--- src/common/conv_cfg_pkg.sv ---
/*
 * Geometry and width constants of the convolution row engine.
 * Banks are addressed in words, and all addresses wrap modulo BANK_DEPTH.
 * Legal tap counts are 1 to 32. ACC_W leaves headroom for 32 full-scale taps.
 */

package conv_cfg_pkg;

  // Bank array geometry.
  localparam int N_ROW      = 4;              // Rows of banks, one result per row.
  localparam int N_COL      = 4;              // Columns of banks, one activation per column.
  localparam int N_BANK     = N_ROW * N_COL;  // Total number of weight banks.
  localparam int BANK_IDX_W = 4;              // Width of a bank index on the preload port.

  // Word and address widths.
  localparam int WORD_W     = 16;             // Weight, bias and activation width.
  localparam int BANK_DEPTH = 64;             // Words held by each bank.
  localparam int ADDR_W     = 6;              // Word address width inside a bank.
  localparam int TAP_W      = 6;              // Width of the tap count field.

  // Accumulation and result widths.
  localparam int ACC_W      = 40;             // Internal accumulator width.
  localparam int RES_W      = 32;             // Saturated result width.

  // Saturation limits expressed at accumulator width.
  localparam logic signed [ACC_W-1:0] RES_MAX =
    {{(ACC_W-RES_W+1){1'b0}}, {(RES_W-1){1'b1}}};  // Largest signed 32-bit value.
  localparam logic signed [ACC_W-1:0] RES_MIN =
    {{(ACC_W-RES_W+1){1'b1}}, {(RES_W-1){1'b0}}};  // Smallest signed 32-bit value.

endpackage

--- src/common/conv_types_pkg.sv ---
/*
 * Bus structures and the phase encoding of the convolution row engine.
 * The job command is sampled once on acceptance and may change afterwards.
 * phase_t is shared by the FSM, the tap counter, the loader and the accumulators.
 */

package conv_types_pkg;

  import conv_cfg_pkg::*;

  // One job as issued by the host over the req/ack handshake.
  typedef struct packed {
    logic [ADDR_W-1:0]                base_addr;  // First word of the tap window.
    logic [ADDR_W-1:0]                bias_pos;   // Bias word offset from base_addr.
    logic [TAP_W-1:0]                 n_taps;     // Number of taps, 1 to 32.
    logic signed [N_COL-1:0][WORD_W-1:0] act;     // One activation per column.
  } job_cmd_t;

  // One read request towards a single weight bank.
  typedef struct packed {
    logic              en;    // Read enable.
    logic [ADDR_W-1:0] addr;  // Word address.
  } bank_req_t;

  // One host preload write.
  typedef struct packed {
    logic                  valid;  // Write strobe.
    logic [BANK_IDX_W-1:0] bank;   // Target bank, row * N_COL + column.
    logic [ADDR_W-1:0]     addr;   // Word address inside the bank.
    logic [WORD_W-1:0]     data;   // Weight or bias word.
  } preload_t;

  // Saturated results, one per row.
  typedef struct packed {
    logic signed [N_ROW-1:0][RES_W-1:0] row;
  } row_result_t;

  // Job sequencing phases.
  typedef enum logic [2:0] {
    IDLE,      // Waiting for a request.
    BIAS,      // Column-0 banks read the bias word.
    BIAS_CAP,  // Biases are captured and loaded.
    TAPS,      // One tap read per cycle.
    DRAIN,     // Last products are accumulated.
    DONE       // Results valid and ack raised.
  } phase_t;

endpackage

--- src/source/tap_counter.sv ---
/*
 * Tap index counter. It clears outside TAPS and steps once per TAPS cycle.
 * The tap address wraps modulo the bank depth.
 */

`timescale 1ns/100ps

module tap_counter
  import conv_cfg_pkg::*, conv_types_pkg::*;
(
  input  logic              clk,          // Clock.
  input  logic              rst_n,        // Synchronous reset, active low.
  input  phase_t            phase_i,      // Current job phase.
  input  logic [ADDR_W-1:0] base_addr_i,  // Job base address.
  input  logic [TAP_W-1:0]  n_taps_i,     // Job tap count.
  output logic [ADDR_W-1:0] tap_addr_o,   // Bank address of the current tap.
  output logic              last_tap_o    // Current tap is the final one.
);

  logic [TAP_W-1:0] count_q;  // Taps already issued.

  always_ff @(posedge clk) begin
    if (!rst_n) begin
      count_q <= '0;
    end else if (phase_i == TAPS) begin
      count_q <= count_q + TAP_W'(1);  // One tap per cycle.
    end else begin
      count_q <= '0;                   // Ready for the next job.
    end
  end

  assign tap_addr_o = base_addr_i + count_q;  // Wraps past address 63.
  assign last_tap_o = (phase_i == TAPS) && (count_q == n_taps_i - TAP_W'(1));

endmodule

--- config.mk ---
export PLATFORM = sky130hd
export DESIGN_NAME = tap_counter
export DESIGN_NICKNAME = d
export VERILOG_FILES = /design/src/common/conv_cfg_pkg.sv /design/src/common/conv_types_pkg.sv /design/src/source/tap_counter.sv
export SDC_FILE = /design/constraint.sdc
export NUM_CORES = 1
export LEC_CHECK = 0
export ABC_AREA = 1
export ABC_CLOCK_PERIOD_IN_PS = 4000
export BUFFER_PORTS_ARGS = -buffer_cell sky130_fd_sc_hd__buf_2
export CORE_UTILIZATION = 50
export DETAILED_ROUTE_END_ITERATION = 8
export HOLD_SLACK_MARGIN = 0.02
export PLACE_DENSITY = 0.84
export SLEW_MARGIN = 20
export SYNTH_ARGS = -nofsm -noshare
export SYNTH_HDL_FRONTEND = slang
export SYNTH_SLANG_ARGS = --single-unit
--- constraint.sdc ---
create_clock -name clk -period 4 [get_ports clk]
set_input_delay 0.8 -clock clk [delete_from_list [all_inputs] [get_ports clk]]
set_output_delay 0.8 -clock clk [all_outputs]
set_load 0.005 [all_outputs]
==> results of run 1 <==
==> per-stage QoR <==
| stage | total power [uW] | hold WS (ns) |
|---|---|---|
| final | 152 | 0.510 |
| after detailed placement | 98.9 | 0.507 |
| after CTS | 156 | 0.518 |
| after floorplan | 82.6 | 0.466 |
| after global placement | 97.6 | 0.501 |
| after global routing | 163 | 0.538 |
==> worst max path at each step <==
stage / cells past startpoint / from / end
global placement: 7 / base_addr_i[0] / tap_addr_o[4]
CTS: 7 / base_addr_i[0] / tap_addr_o[4]
floorplan: 5 / base_addr_i[0] / tap_addr_o[4]
global route: 11 / n_taps_i[0] / last_tap_o
finish: 7 / base_addr_i[0] / tap_addr_o[4]
detailed placement: 7 / base_addr_i[0] / tap_addr_o[4]
==> kinds of logic after synthesis <==
family,count (synthesis),synth area share
AOI/OAI and AO/OA,7,0.0596
xor gates and xnor gates,10,0.135
adders and majority gates,8,0.165
buffers and inverters,14,0.0808
DFF,6,0.185
and+or+nand+nor,55,0.375
==> area by class of cell <==
cell class / instances / area [um2]
inverter: 14 / 52.6
clock buffer: 3 / 22.5
timing repair buffer: 23 / 115
tap: 14 / 17.5
multi-input combinational: 80 / 478
fill: 104 / 350
sequential: 6 / 120
==> synthesized netlist by cell type <==
master,count,area share
nand2_1,28,0.16
inv_1,11,0.063
nor2_1,11,0.063
nand3_1,9,0.069
ha_1,7,0.13
dfxtp_1,6,0.18
xnor2_1,5,0.067
xor2_1,5,0.067
a21oi_1,4,0.031
inv_2,3,0.017
nand4_1,3,0.029
a31oi_1,1,0.0096
fa_1,1,0.031
nand3_2,1,0.015
nor2_2,1,0.0096
nor3_2,1,0.015
nor3b_1,1,0.012
o211ai_1,1,0.012
o21ai_1,1,0.0077
==> placed cells by master, fill, tap and decap left out <==
cell type  Yosys  final
nand2_1       28     28
buf_2          0     23
inv_1         11     11
nor2_1        11     11
nand3_1        9      9
ha_1           7      7
dfxtp_1        6      6
xor2_1         5      5
xnor2_1        5      5
a21oi_1        4      4
inv_2          3      3
nand4_1        3      3
clkbuf_4       0      3
a31oi_1        1      1
nor2_2         1      1
o21ai_1        1      1
nand3_2        1      1
o211ai_1       1      1
nor3b_1        1      1
nor3_2         1      1
fa_1           1      1
==> metal layers <==
layer | GRT usage | up-vias | wire, um
li1 | - | 379 | -
met1 | 0.255 | 318 | 615
met2 | 0.411 | 8 | 697
met3 | 0.0349 | 0 | 22
met4 | 0.134 | 0 | 0
met5 | 0 | - | 0
==> worst max-delay path, cell delays in order <==
cell	delay [ns]
buf_2	0.10
ha_1	0.23
fa_1	0.42
nand3_1	0.09
nand2_1	0.06
xor2_1	0.13
buf_2	0.12
==> power groups by stage <==
stage          Clock, uW  Sequential, uW  Combinational (uW)
2_1_floorplan          0            61.8                20.8
3_3_place_gp           0            61.9                35.6
3_5_place_dp           0            61.9                37.0
4_1_cts             58.1            60.8                37.1
5_1_grt             60.3            60.8                41.7
6_report            54.1            60.8                36.8
==> impl_metrics.toml, run 1 <==
[run_status]
status = "finished clean"

[placement]
placed_cell_area_um2 = 783
dp_hpwl_um = 1130
dp.cells = 137
numPortBuffers = 23
pre_cts_ws_ns = 1.26
place_congestion = 0.727

[sta]
min_period_ns = 2.75
worst_pin_slew_ns = 0.276
finalHoldViolCount = 0
slew_violations = 0
relSlewSlack = 0.816
rsz0062_at_grt = "no"
final-setup-viol-count = 0
fin_crit_sh = 0.687
setup_ws_ns = 1.25
max_freq_mhz = 364
finalSetupTns_ns = 0
fin_worst_skew_ns = 0.000215

[clock_tree]
cts_buffers = 3
clk_latency_ns = 0.24
clockBufferDepth = 2
post-cts-setup-buffer-count = 0
clk_pin_slew_worst_paths_ns = 0.04
root_buffer = "clkbuf_4"
post_cts_resized = 0
htree_levels = 1
cts_tree = "yes"
hold_buffers = 0
cts_sinks = 6

[setup_path]
arrival_ns = 1.95
path_max_fanout = 3
timing.rr.start = "count_q[1]"
worst_setup_path_end_kind = "output pin"
reg2reg_to = "count_q[4]"
cp-start-kind = "input pin"
reg2reg_slack_ns = 2.91
crit_type = "in2out"
cp_data_required_time_ns = 3.20
rr_worst_depth = 4

[pwr]
power.density_nw_per_um2 = 188
power.share.clock = 0.356
p_int_uw = 112
p_seq_frac = 0.401
leakage_uw = 0.000437
irDropWorstVdd_uv = 141
switchingPower_uw = 39.9
p_sw_frac = 0.263
combPwrFrac = 0.243

[floorplanning]
core-area_um2 = 1160
die_y_um = 38.1
initial_core_util = 0.563
rows = 12
ios = 24
die-width_um = 38.1
die_area_um2 = 1450

[yosys]
ys_seq_area_frac = 0.185
ys_ff_latch = 6
yosysWarnings = 0
synth_cells = 100
synth_area_um2 = 651
synth_cell_types = 19
synth_fp_nets = 125
synth_area_per_cell_um2 = 6.51

[detailed_routing]
vias = 705
via_per_inst = 5.04
drc = 0
antenna_left = 0
finalWirelength_um = 1340
routedWlPerCell_um = 9.54
drt_iter0_markers = 11
drt-pass1-iter-count = 4

[final_layout]
largest_reg_flops = 6
drive_gt1_frac = 0.254
instances_no_fill = 140
reg_top3 = "count_q (6)"
finish.instance_area_um2 = 806
utilization = 0.697
diodes = 0
fin_nets = 153
top_register = "count_q"
area_growth_pct = 23.8

[grt]
antenna_found_initial = 0
track_usage = 0.231
grt_start_max_net_pins = 8
gr-total-overflow = 0
grt_pass1_vias = 602
grt_pass1_wl_um = 2330

[hold_path]
hold_class = "reg2reg"
whs_endpoint = "count_q[0]"
min-delay-start = "count_q[0]"
min_path_cells = 1

[run]
maxCapViolCount = 0
(Power assumes the default switching activity.)
==> inputs of run 2 (changes only) <==
--- a/config.mk
+++ b/config.mk
@@ -6,12 +6,12 @@
 export NUM_CORES = 1
 export LEC_CHECK = 0
 export ABC_AREA = 1
-export ABC_CLOCK_PERIOD_IN_PS = 4000
+export ABC_CLOCK_PERIOD_IN_PS = 2900
 export BUFFER_PORTS_ARGS = -buffer_cell sky130_fd_sc_hd__buf_2
-export CORE_UTILIZATION = 50
+export CORE_UTILIZATION = 47
 export DETAILED_ROUTE_END_ITERATION = 8
 export HOLD_SLACK_MARGIN = 0.02
-export PLACE_DENSITY = 0.84
+export PLACE_DENSITY = 0.8
 export SLEW_MARGIN = 20
 export SYNTH_ARGS = -nofsm -noshare
 export SYNTH_HDL_FRONTEND = slang
==> constraint.sdc (replaced) <==
create_clock -name clk -period 2.9 [get_ports clk]
set_input_delay 0.58 -clock clk [delete_from_list [all_inputs] [get_ports clk]]
set_output_delay 0.58 -clock clk [all_outputs]
set_load 0.005 [all_outputs]
==> run 2 against run 1 <==
Register-to-register slack worse by 1.1 ns. Critical path depth stayed put. Critical endpoint unchanged. Clock power rose by 39%. Hold slack better by 0.018 ns. Cell count grew 0.71%. Clock-buffer cell count stayed put. Non-clock buffer count unchanged. Utilization is 7.7 points lower. Global-route usage is 5.5 points lower. Via count down 3.7%.
==> impl_metrics.toml, run 2 (synthesized netlist as in run 1, its figures left out) <==
[pwr]
p_sw_frac = 0.264
irDropWorstVdd_uv = 195
leakage_uw = 0.000437
power.share.clock = 0.360
switchingPower_uw = 55.3
p_seq_frac = 0.401
power.density_nw_per_um2 = 260
combPwrFrac = 0.240
p_int_uw = 154

[placement]
place_congestion = 0.702
dp_hpwl_um = 1110
dp.cells = 138
numPortBuffers = 23

[sta]
min_period_ns = 2.31
slew_violations = 0
max_freq_mhz = 434
finalSetupTns_ns = 0
fin_crit_sh = 0.795
rsz0062_at_grt = "no"
final-setup-viol-count = 0
finalHoldViolCount = 0
fin_worst_skew_ns = 0.00197
worst_pin_slew_ns = 0.279
relSlewSlack = 0.814

[final_layout]
fin_nets = 153
instances_no_fill = 141
register_area_um2 = 120
reg_top3 = "count_q (6)"
multi_input_area_um2 = 478
area_growth_pct = 24.0
final_cell_mix = "28 x nand2_1, 23 x buf_2, 11 x inv_1, 11 x nor2_1, 9 x nand3_1"
fillers = 145
largest_reg_flops = 6
drive_gt1_frac = 0.254
final_common_cell = "nand2_1"
top_register = "count_q"
diodes = 0

[hold_path]
min-delay-start = "count_q[0]"
hold_class = "reg2reg"

[floorplanning]
die-width_um = 39.2
die_y_um = 39.2
core-area_um2 = 1300
initial_core_util = 0.500
ios = 24
rows = 13
die_area_um2 = 1540

[detailed_routing]
antenna_left = 0
vias = 679
finalWirelength_um = 1320
via_per_inst = 4.82
drt_iter0_markers = 10
routedWlPerCell_um = 9.33
drc = 0
drt-pass1-iter-count = 4

[clock_tree]
htree_levels = 1
post-cts-setup-buffer-count = 0
cts_buffers = 3
post_cts_resized = 0
cts_tree = "yes"
clk_pin_slew_worst_paths_ns = 0.04
hold_buffers = 0
clockBufferDepth = 2
root_buffer = "clkbuf_4"
clk_latency_ns = 0.24
cts_sinks = 6

[setup_path]
timing.rr.start = "count_q[1]"
critPathMostFrequentCell = "buf_2"
critical_path.slowest_cell = "fa_1"
path_max_fanout = 3
cp_slowest_stage_delay_ns = 0.42
cp_data_required_time_ns = 2.32
path_cells = "buf_2 -> ha_1 -> fa_1 -> nand3_1 -> nand2_1 -> xor2_1 -> buf_2"
startpoint = "base_addr_i[0]"
crit_type = "in2out"
cp-start-kind = "input pin"
arrival_ns = 1.73
worst_setup_path_end_kind = "output pin"

[grt]
antenna_found_initial = 0
grt_start_max_net_pins = 8
gr-total-overflow = 0
grt_pass1_wl_um = 1900
track_usage = 0.176
grt_pass1_vias = 500

[run]
maxCapViolCount = 0

[run_status]
status = "finished clean"
==> run 2: cell counts in the layout (fill, tap and decap cells not counted) <==
Identical to the previous run, type by type.
==> run 2: path summary, 6_finish.rpt <==
| check | to | slack [ns] | cells past startpoint |
|---|---|---|---|
| setup / recovery | tap_addr_o[4] | 0.59 | 7 |
| hold / removal | count_q[0] | 0.53 | 1 |
| setup reg to reg | count_q[4] | 1.77 | 4 |
| hold reg to reg | count_q[0] | 0.53 | 1 |
==> run 2: through the flow <==
| stage | instance area [um2] | util | power, uW | setup slack (ns) | hold slack (ns) |
|---|---|---|---|---|---|
| floorplan | 651 | - | 114 | 0.848 | 0.466 |
| global placement | 785 | 0.603 | 135 | 0.613 | 0.505 |
| detailed placement | 785 | 0.603 | 136 | 0.590 | 0.520 |
| CTS | 807 | 0.620 | 213 | 0.589 | 0.530 |
| global route | 807 | 0.620 | 223 | 0.479 | 0.562 |
| finish | 807 | 0.620 | 209 | 0.594 | 0.528 |
==> run 2: worst max-delay path, delay by kind of cell <==
| family | cells | cell delay, ns |
|---|---|---|
| xor+xnor | 1 | 0.13 |
| buf+inv | 2 | 0.22 |
| simple gates | 2 | 0.15 |
| fa+ha+maj | 2 | 0.65 |
==> run 2: power groups by stage <==
stage                     clock (uW)  sequential, uW  combinational (uW)
final                           75.3            84.0                50.2
after CTS                       78.1            84.0                50.5
after global placement             0            85.5                49.3
after floorplan                    0            85.2                28.6
after detailed placement           0            85.5                50.3
after global routing            82.1            83.9                56.9
==> run 2: layer usage <==
| layer | wire length (um) | track usage |
|---|---|---|
| met1 | 639 | 0.237 |
| met2 | 632 | 0.279 |
| met3 | 43 | 0.0347 |
| met4 | 0 | 0.0517 |
| met5 | 0 | 0 |
==> run 2: layout make-up <==
type | instances | area share
Tap cell | 15 | 0.0233
Clock buffer | 3 | 0.0279
Sequential cell | 6 | 0.149
Inverter | 14 | 0.0651
Multi-Input combinational cell | 80 | 0.592
Timing Repair Buffer | 23 | 0.143
==> inputs of run 3 (changes only) <==
--- a/config.mk
+++ b/config.mk
@@ -6,12 +6,12 @@
 export NUM_CORES = 1
 export LEC_CHECK = 0
 export ABC_AREA = 1
-export ABC_CLOCK_PERIOD_IN_PS = 2900
+export ABC_CLOCK_PERIOD_IN_PS = 2000
 export BUFFER_PORTS_ARGS = -buffer_cell sky130_fd_sc_hd__buf_2
-export CORE_UTILIZATION = 47
+export CORE_UTILIZATION = 43
 export DETAILED_ROUTE_END_ITERATION = 8
 export HOLD_SLACK_MARGIN = 0.02
-export PLACE_DENSITY = 0.8
+export PLACE_DENSITY = 0.77
 export SLEW_MARGIN = 20
 export SYNTH_ARGS = -nofsm -noshare
 export SYNTH_HDL_FRONTEND = slang
==> constraint.sdc (replaced) <==
create_clock -name clk -period 2 [get_ports clk]
set_input_delay 0.4 -clock clk [delete_from_list [all_inputs] [get_ports clk]]
set_output_delay 0.4 -clock clk [all_outputs]
set_load 0.005 [all_outputs]
==> run 3 against run 2 <==
First-iteration DRC count grew 40%. Die area grew 8.8%. Sequential share of layout area shrank 0.70 points. Clock-buffer cell count is the same. Hold slack lost 0.098 ns.
==> impl_metrics.toml, run 3 (synthesized netlist as in run 1, its figures left out) <==
[grt]
gr-total-overflow = 0
grt_pass1_vias = 545
track_usage = 0.206
antenna_found_initial = 0
grt_pass1_wl_um = 2220
grt_start_max_net_pins = 7

[hold_path]
min-delay-start = "rst_n"
whs_endpoint = "count_q[3]"
hold_class = "in2reg"
min_path_cells = 3

[placement]
numPortBuffers = 23
dp_hpwl_um = 1150
place_congestion = 0.741

[sta]
min_period_ns = 1.89
final-setup-viol-count = 0
slew_violations = 0
finalSetupTns_ns = 0
max_freq_mhz = 528
fin_worst_skew_ns = 0.0107
rsz0062_at_grt = "no"
fin_crit_sh = 0.946
relSlewSlack = 0.812
finalHoldViolCount = 0
worst_pin_slew_ns = 0.281

[final_layout]
fillers = 129
largest_reg_flops = 6
diodes = 0
fin_nets = 156
register_area_um2 = 120
reg_top3 = "count_q (6)"
final_cell_mix = "28 x nand2_1, 23 x buf_2, 11 x nor2_1, 10 x inv_1, 9 x nand3_1"
multi_input_area_um2 = 495
final_common_cell = "nand2_1"
area_growth_pct = 30.2
drive_gt1_frac = 0.302
top_register = "count_q"

[pwr]
power.density_nw_per_um2 = 367
irDropWorstVdd_uv = 338
p_total_uw = 311
leakage_uw = 0.000447

[clock_tree]
clk_latency_ns = 0.25
root_buffer = "clkbuf_4"
cts_tree = "yes"
hold_buffers = 0
cts_sinks = 6
clockBufferDepth = 2
htree_levels = 1
clk_pin_slew_worst_paths_ns = 0.05
cts_buffers = 3
post-cts-setup-buffer-count = 0

[floorplanning]
die-width_um = 40.9
rows = 13
ios = 24
core-area_um2 = 1350
die_y_um = 40.9
die_area_um2 = 1670
initial_core_util = 0.482

[run]
maxCapViolCount = 0

[setup_path]
crit_type = "reg2out"
rr_worst_depth = 4
cp-start-kind = "flip-flop"
startpoint = "count_q[0]"
cp.buffers_inverters = 1
worst_setup_path_end_kind = "output pin"
crit_family = "adder cells"
reg2reg_to = "count_q[5]"
critical_path.slowest_cell = "fa_2"
arrival_ns = 1.49
cp_slowest_stage_delay_ns = 0.36
path_cells = "ha_2 -> fa_2 -> nand3_1 -> nand2_1 -> xor2_1 -> buf_2"
path_max_fanout = 3
reg2reg_slack_ns = 0.87
timing.rr.start = "count_q[3]"
cp_data_required_time_ns = 1.60

[detailed_routing]
drt-pass1-iter-count = 4
routedWlPerCell_um = 9.75
finalWirelength_um = 1400
via_per_inst = 4.93
antenna_left = 0
vias = 710
drc = 0
drt_iter0_markers = 14

[run_status]
status = "finished clean"
## run 3: final cells by class
| cell class | instances | area share |
|---|---|---|
| clock buffers | 3 | 0.0266 |
| inverters | 14 | 0.0620 |
| multi-input cells | 80 | 0.585 |
| flip-flops and latches | 6 | 0.142 |
| well taps | 15 | 0.0222 |
| repair buffers | 26 | 0.162 |
## run 3: worst min-delay path: cells and delay by family
kind	cells	cell delay, ns
AO/OA/AOI/OAI	2	0.12
buffers and inverters	1	0.10
## run 3: worst max path at each step
| stage | end | cells past startpoint | slack, ns |
|---|---|---|---|
| after floorplan | tap_addr_o[4] | 5 | 0.31 |
| after global placement | tap_addr_o[4] | 7 | 0.07 |
| after detailed placement | tap_addr_o[4] | 7 | 0.05 |
| after CTS | tap_addr_o[4] | 6 | 0.05 |
| after global routing | tap_addr_o[3] | 6 | 0.01 |
| final | tap_addr_o[4] | 6 | 0.11 |
## run 3: what timing repair did
item | CTS | global route
gates resized for setup | 1 | 3
pin swaps | 0 | 1
endpoints found under the setup margin | 1 | 3
## run 3: per-stage QoR
stage / hold slack (ns) / instance area, um2 / cells / worst slack [ns] / util
after floorplan: 0.466 / 651 / 100 / 0.308 / -
after global placement: 0.546 / 807 / 141 / 0.0733 / 0.598
after detailed placement: 0.551 / 807 / 141 / 0.0490 / 0.598
after CTS: 0.427 / 832 / 144 / 0.0545 / 0.616
after global routing: 0.444 / 847 / 144 / 0.0106 / 0.627
final: 0.430 / 847 / 144 / 0.108 / 0.627
## run 3: power by group
group | switching, uW | internal (uW) | leakage (uW)
Sequential | 0.467 | 121 | 0.0000484
Combinational | 39.8 | 37.6 | 0.000385
Clock | 44.8 | 67.9 | 0.0000138
## run 3: per-layer routing
| layer | up-vias | global-route usage | share of wire |
|---|---|---|---|
| met3 | 4 | 0.0652 | 0.046 |
| met5 | - | 0 | 0 |
| li1 | 383 | - | - |
| met4 | 0 | 0.0750 | 0.012 |
| met2 | 13 | 0.305 | 0.46 |
| met1 | 310 | 0.275 | 0.48 |
